===== src/mem_config.svh =====
// Geometry and tag width for the tiled memory subsystem.
// Include wherever widths are needed. The bank and slice counts derive from these.
`ifndef MEM_CONFIG_SVH
`define MEM_CONFIG_SVH

// logical memory seen by the client
`define MEM_DW        64                // data width
`define MEM_AW        10                // address width, 1024 words

// one hard macro model
`define MEM_MACRO_W   32                // macro data width
`define MEM_MACRO_AW  8                 // macro address width, 256 words

// byte enables, one per byte of the logical word
`define MEM_BE_W      (`MEM_DW/8)

// request tag echoed on read responses
`define MEM_TAG_W     4

`endif


===== src/mem_pkg.sv =====
// Shared types for the memory subsystem: opcodes, client request and response,
// and the command bus from the port stage into the tiled wrapper.
`default_nettype none
`include "mem_config.svh"

package mem_pkg;

    // client opcodes
    typedef enum logic [1:0] {
        OP_READ        = 2'd0,          // tagged read
        OP_WRITE       = 2'd1,          // full word write
        OP_WRITE_BYTES = 2'd2           // byte enabled write
    } mem_op_e;

    typedef struct packed {
        mem_op_e                op;
        logic [`MEM_TAG_W-1:0]  tag;
        logic [`MEM_AW-1:0]     addr;
        logic [`MEM_BE_W-1:0]   byte_en;    // only used by OP_WRITE_BYTES
        logic [`MEM_DW-1:0]     wdata;
    } mem_req_t;

    typedef struct packed {
        logic [`MEM_TAG_W-1:0]  tag;        // tag of the originating read
        logic [`MEM_DW-1:0]     rdata;
    } mem_rsp_t;

    // macro style command, one access per cycle
    typedef struct packed {
        logic                   ce;         // chip enable
        logic                   we;         // write enable
        logic [`MEM_AW-1:0]     addr;
        logic [`MEM_DW-1:0]     wmask;      // per bit write mask
        logic [`MEM_DW-1:0]     wdata;
    } ram_cmd_t;

endpackage

`default_nettype wire


===== src/mem_port.sv =====
// Client front end. Registers each request into a macro command, expands byte
// enables to a bit mask and returns tagged read data two cycles after the request.
`timescale 1ns/100ps
`default_nettype none
`include "mem_config.svh"

module mem_port
    import mem_pkg::*;
(
    input  wire                 clk,
    input  wire                 rst_n,
    input  wire                 req_valid,      // single cycle strobe
    input  mem_req_t            req,
    output ram_cmd_t            cmd,            // to the tiled wrapper
    input  wire [`MEM_DW-1:0]   rdata,          // from the tiled wrapper
    output logic                rsp_valid,      // one pulse per read
    output mem_rsp_t            rsp
);

    logic [`MEM_DW-1:0]     be_mask;            // byte enables widened to bits
    logic [`MEM_DW-1:0]     nxt_wmask;
    logic                   nxt_we;
    logic                   is_read;

    logic                   ce_q;
    logic                   we_q;
    logic [`MEM_AW-1:0]     addr_q;
    logic [`MEM_DW-1:0]     wmask_q;
    logic [`MEM_DW-1:0]     wdata_q;

    logic [1:0]             rd_pipe;            // read flag, one bit per stage
    logic [`MEM_TAG_W-1:0]  tag_pipe [2];       // tags riding along

    always_comb begin
        for (int i = 0; i < `MEM_BE_W; i++) begin
            be_mask[i*8 +: 8] = {8{req.byte_en[i]}};
        end
    end

    // opcode decode
    always_comb begin
        nxt_we    = 1'b0;
        nxt_wmask = '0;
        case (req.op)
            OP_WRITE: begin
                nxt_we    = 1'b1;
                nxt_wmask = '1;                 // whole word
            end
            OP_WRITE_BYTES: begin
                nxt_we    = 1'b1;
                nxt_wmask = be_mask;
            end
            default: ;                          // read, or unused code
        endcase
    end

    assign is_read = req_valid && (req.op == OP_READ);

    // command control and read flags
    always_ff @(posedge clk) begin
        if (!rst_n) begin
            ce_q      <= 1'b0;
            we_q      <= 1'b0;
            rd_pipe   <= '0;
            rsp_valid <= 1'b0;
        end else begin
            ce_q      <= req_valid;
            we_q      <= req_valid && nxt_we;
            rd_pipe   <= {rd_pipe[0], is_read};
            rsp_valid <= rd_pipe[1];            // data left the macros last edge
        end
    end

    // payload, only loaded when something is there
    always_ff @(posedge clk) begin
        if (req_valid) begin
            addr_q  <= req.addr;
            wmask_q <= nxt_wmask;
            wdata_q <= req.wdata;
        end
        tag_pipe[0] <= req.tag;
        tag_pipe[1] <= tag_pipe[0];
        if (rd_pipe[1]) begin
            rsp.tag   <= tag_pipe[1];
            rsp.rdata <= rdata;
        end
    end

    assign cmd.ce    = ce_q;
    assign cmd.we    = we_q;
    assign cmd.addr  = addr_q;
    assign cmd.wmask = wmask_q;
    assign cmd.wdata = wdata_q;

endmodule

`default_nettype wire


===== config.mk =====
export PLATFORM = sky130hd
export DESIGN_NAME = mem_port
export DESIGN_NICKNAME = d
export VERILOG_FILES = /design/src/mem_pkg.sv /design/src/mem_port.sv
export VERILOG_INCLUDE_DIRS = /design/src /design/src/src
export SDC_FILE = /design/constraint.sdc
export NUM_CORES = 1
export LEC_CHECK = 0
export ABC_CLOCK_PERIOD_IN_PS = 2700
export BUFFER_PORTS_ARGS = -buffer_cell sky130_fd_sc_hd__buf_2
export CAP_MARGIN = 20
export CORE_AREA = 2 2 142 144
export DETAILED_ROUTE_END_ITERATION = 16
export DIE_AREA = 0 0 144 146
export GPL_TIMING_DRIVEN = 0
export HOLD_SLACK_MARGIN = 0.05
export PLACE_DENSITY = 0.61
export SLEW_MARGIN = 40
export SYNTH_ARGS = -nofsm -noshare
export SYNTH_HDL_FRONTEND = slang
export SYNTH_SLANG_ARGS = --single-unit

===== constraint.sdc =====
create_clock -name clk -period 2.7 [get_ports clk]
set_input_delay 0.405 -clock clk [delete_from_list [all_inputs] [get_ports clk]]
set_output_delay 0.405 -clock clk [all_outputs]
set_load 0.02 [all_outputs]

==> summary.md <==
| Metric | Value |
|---|---|
| Max cap viols | 0 |
| NetSw | 0.001460 W |
| Largest net degree at the start of global routing | 49 |
| Fill cell count | between 1500 and 2000 |
| Hold Slack | between 90 and 100 ps |
| Predominant post-synthesis flop cell | edfxtp_1 |
| Sw Share | 24.14% |
| FP Rows | between 50 and 60 |
| Syn Nets | roughly 400 |
| Fmax | slightly below 0.6 GHz |
| Total gr overflow | 0 |
| Starting Density | roughly 28% |
| Total power | between 0.006 and 0.007 W |
| PostCTS Resize Cnt | 0 |
| Vias in the first global route | approximately 3500 |
| Vert. Die Dim | between 100 and 150 um |
| # clock sinks | 163 |
| Hold buffers post-CTS | 0 |
| Die X | ~140 um |
| Top-count cell post-synth | edfxtp_1 |
| Place WS | around 1300 ps |
| Top Ports | about 360 |
| R2R cell count | 1 |
| Total CTS buffers | 17 |
| Worst-path clk slew | 70 ps |
| Int Pwr | ~0.0046 W |
| Worst Hold Path EP | tag_pipe[0][1] |
| Syn avg cell area | roughly 22 sq um |
| Post-route clock period utilization | between 60 and 70% |
| R2r startpoint | rd_pipe[1] |
| Layout Nets | a little under 800 |
| CTS H-tree lvls | 4 |
| Comb pwr share | about 12% |
| Library cells used by synthesis | 10 |
| Antenna-violating nets left | 0 |
| Sequential-to-total area share from yosys stat | 87.66% |
| Status | completed |
| Max VDD drop | 0.0003826 V |
| Final number of setup-violating endpoints | 0 |
| Pwr/cell area | roughly 740 mW/mm^2 |
| Hold Path Cell Cnt | 1 |
| Synthesized instance count | between 200 and 250 |
| Port Buffers | between 300 and 400 |
| Initial drt markers | 93 |
| First-pass GRT wire length | 18470 um |
| Slew margin rel. | between 70% and 80% |
| Worst setup SP type | flop |
| Total routed wirelength | around 13000 um |
| Critical R2R Capture | rsp[65] |
| Die area | roughly 0.021 sq mm |
| Fin crit period | about 1700 ps |
| Post-Layout Cell Count | roughly 900 |
| Critical-path top delay cell | edfxtp_1 |
| Drc violations | 0 |
| Initial antenna violation count | 0 |
| Total track usage | between 10% and 20% |
| Core Region | about 0.019 sq mm |
| Cell taking the most area after synthesis | edfxtp_1 |
| DR vias/cell | 3.773 |
| Max Clock Skew | 4.939 ps |
| Unrepaired setup endpoints after global routing | no |
| Crit end category | output pin |
| Root Buffer | clkbuf_16 |
| Share of power burned in registers | around 49% |
| Most frequent cells after synthesis | edfxtp_1 (150), buf_4 (59), dfxtp_1 (13), a21oi_2 (8), nor2b_2 (8) |
| DR vias | roughly 3400 |
| Ranking of synthesized cells by area | edfxtp_1 (83%), buf_4 (8.1%), dfxtp_1 (4.8%) |
| Drt wl/cell | 13.99 um |
| Post-synth top area share | between 80% and 90% |
| Crit Path Max Fanout | 8 |
| Slew Limit Fails | 0 |
| HPWL after DPL | 9955 um |
| Crit-path cells | buf_4, buf_2 |
| # Post-CTS Setup Buffers | 0 |
| Ys async rst share | 0% |
| Finished Core Util | 42.56% |
| Seq cells post-synth | ~160 |
| WP data required | around 2300 ps |
| Buffer depth of the longest clock path | 2 |
| CTS tree | built |
| Final Wtd Congestion | 0.7103 |
| Worst slew pin tran | 427.9 ps |
| Crit path kind | flop to output pin |
| Hold_sp | req[83] |
| Crit-path max cell delay | 530 ps |
| Layout cells sized above 1 | around three quarters |
| Worst reg2reg setup slack | about 1500 ps |
| Final Worst Setup Slack | a little over 1000 ps |
| Final hold vios | 0 |
| DR pass1 iterations | 4 |
| Placed insts | 879 |
| Mapped Area | 0.005435 sq mm |
| Worst hold path class | input port to flop |
| Post-synth EDFFs | 150 |
| Leak Pwr | around 3.7 nW |
| Synth warn | 0 |
| Clk_lat worst skew | around 400 ps |
| Clock share of power | between 30 and 40% |
| Area Overhead vs Synth | 51.40% |
| Arrival @ worst endpoint | roughly 1300 ps |
==> layout make-up <==
class / count / area [sq um] / share of cell area (%)
Multi-Input combinational cell: 24 / 209.0 / 2.539
Sequential cell: 163 / 4768 / 57.94
Clock inverter: 14 / 163.9 / 1.992
Antenna cell: 1 / 2.502 / 0.03041
Timing Repair Buffer: 365 / 1863 / 22.64
Buffer: 60 / 454.2 / 5.519
Tap cell: 265 / 331.6 / 4.029
Clock buffer: 18 / 429.2 / 5.215
Inverter: 2 / 7.507 / 0.09123
==> registers in the layout (all words and copies together), names as in the netlist <==
signal,flops
rsp,68
wdata_q,64
addr_q,10
tag_pipe,8
wmask_q,8
rd_pipe,2
ce_q,1
rsp_valid,1
we_q,1
==> worst max-delay path, delay by kind of cell, from the launching register on <==
| family | cells | cell delay [ps] |
|---|---|---|
| flip-flops | 1 | 530 |
| buffers and inverters | 2 | 340 |
==> cell usage in the layout, fill, tap and decap left out <==
cell        Yosys  layout
buf_6           1       2
inv_8           0       3
a21oi_2         8       8
diode_2         0       1
clkinv_2        0       2
dfxtp_1        13      12
clkinv_4        0       1
clkinvlp_4      0       1
and2_1          3       3
inv_1           2       2
buf_4          59      59
nor2b_2         8       8
clkbuf_1        0       1
ha_1            3       3
bufinv_16       0       2
dfxtp_4         0       1
buf_12          0       2
and3_1          2       2
inv_6           0       5
edfxtp_1      150     150
buf_2           0     362
clkbuf_16       0      17
==> through the flow <==
step,area (sq um),TNS [ps]
after detailed placement,7634,0
after global routing,8227,0
after global placement,7584,-12310
after floorplan,5435,0
final,8229,0
after CTS,8227,0
==> power by group through the flow <==
| stage | Clock [W] | Combinational (W) | Sequential, W |
|---|---|---|---|
| global route | 0.00258 | 0.000750 | 0.00296 |
| CTS | 0.00250 | 0.000715 | 0.00294 |
| finish | 0.00240 | 0.000705 | 0.00294 |
| detailed placement | 0 | 0.000715 | 0.00300 |
| floorplan | 0 | 0.000236 | 0.00314 |
| global placement | 0 | 0.000702 | 0.00300 |
==> routing by layer <==
metal	share of wire, %	track usage [%]	vias to the layer above
li1	-	-	1634
met3	14	7.075	13
met1	34	11.73	1567
met4	1.5	4.510	0
met2	50	20.05	227
met5	0	0	-
==> worst max path at each step <==
stage	from	to	slack [ps]	cells after the start
floorplan	rd_pipe[1]	rsp[0]	500	0
global placement	rd_pipe[1]	rsp[6]	-190	0
global route	wmask_q[39]	cmd[103]	920	2
detailed placement	req_valid	wdata_q[60]	1290	2
finish	wmask_q[39]	cmd[103]	1020	2
CTS	wmask_q[39]	cmd[103]	970	2
==> cells by family (layout without fill, tap and decap cells) <==
group,count (synthesis),count (layout),synth area share (%)
DFF,163,163,87.66
buffers and inverters,62,459,8.494
and+or+nand+nor,13,13,1.865
AOI/OAI and AO/OA,8,8,1.289
adders and majority gates,3,3,0.6907
other,0,1,0
Power figures use the tool's default switching activity.
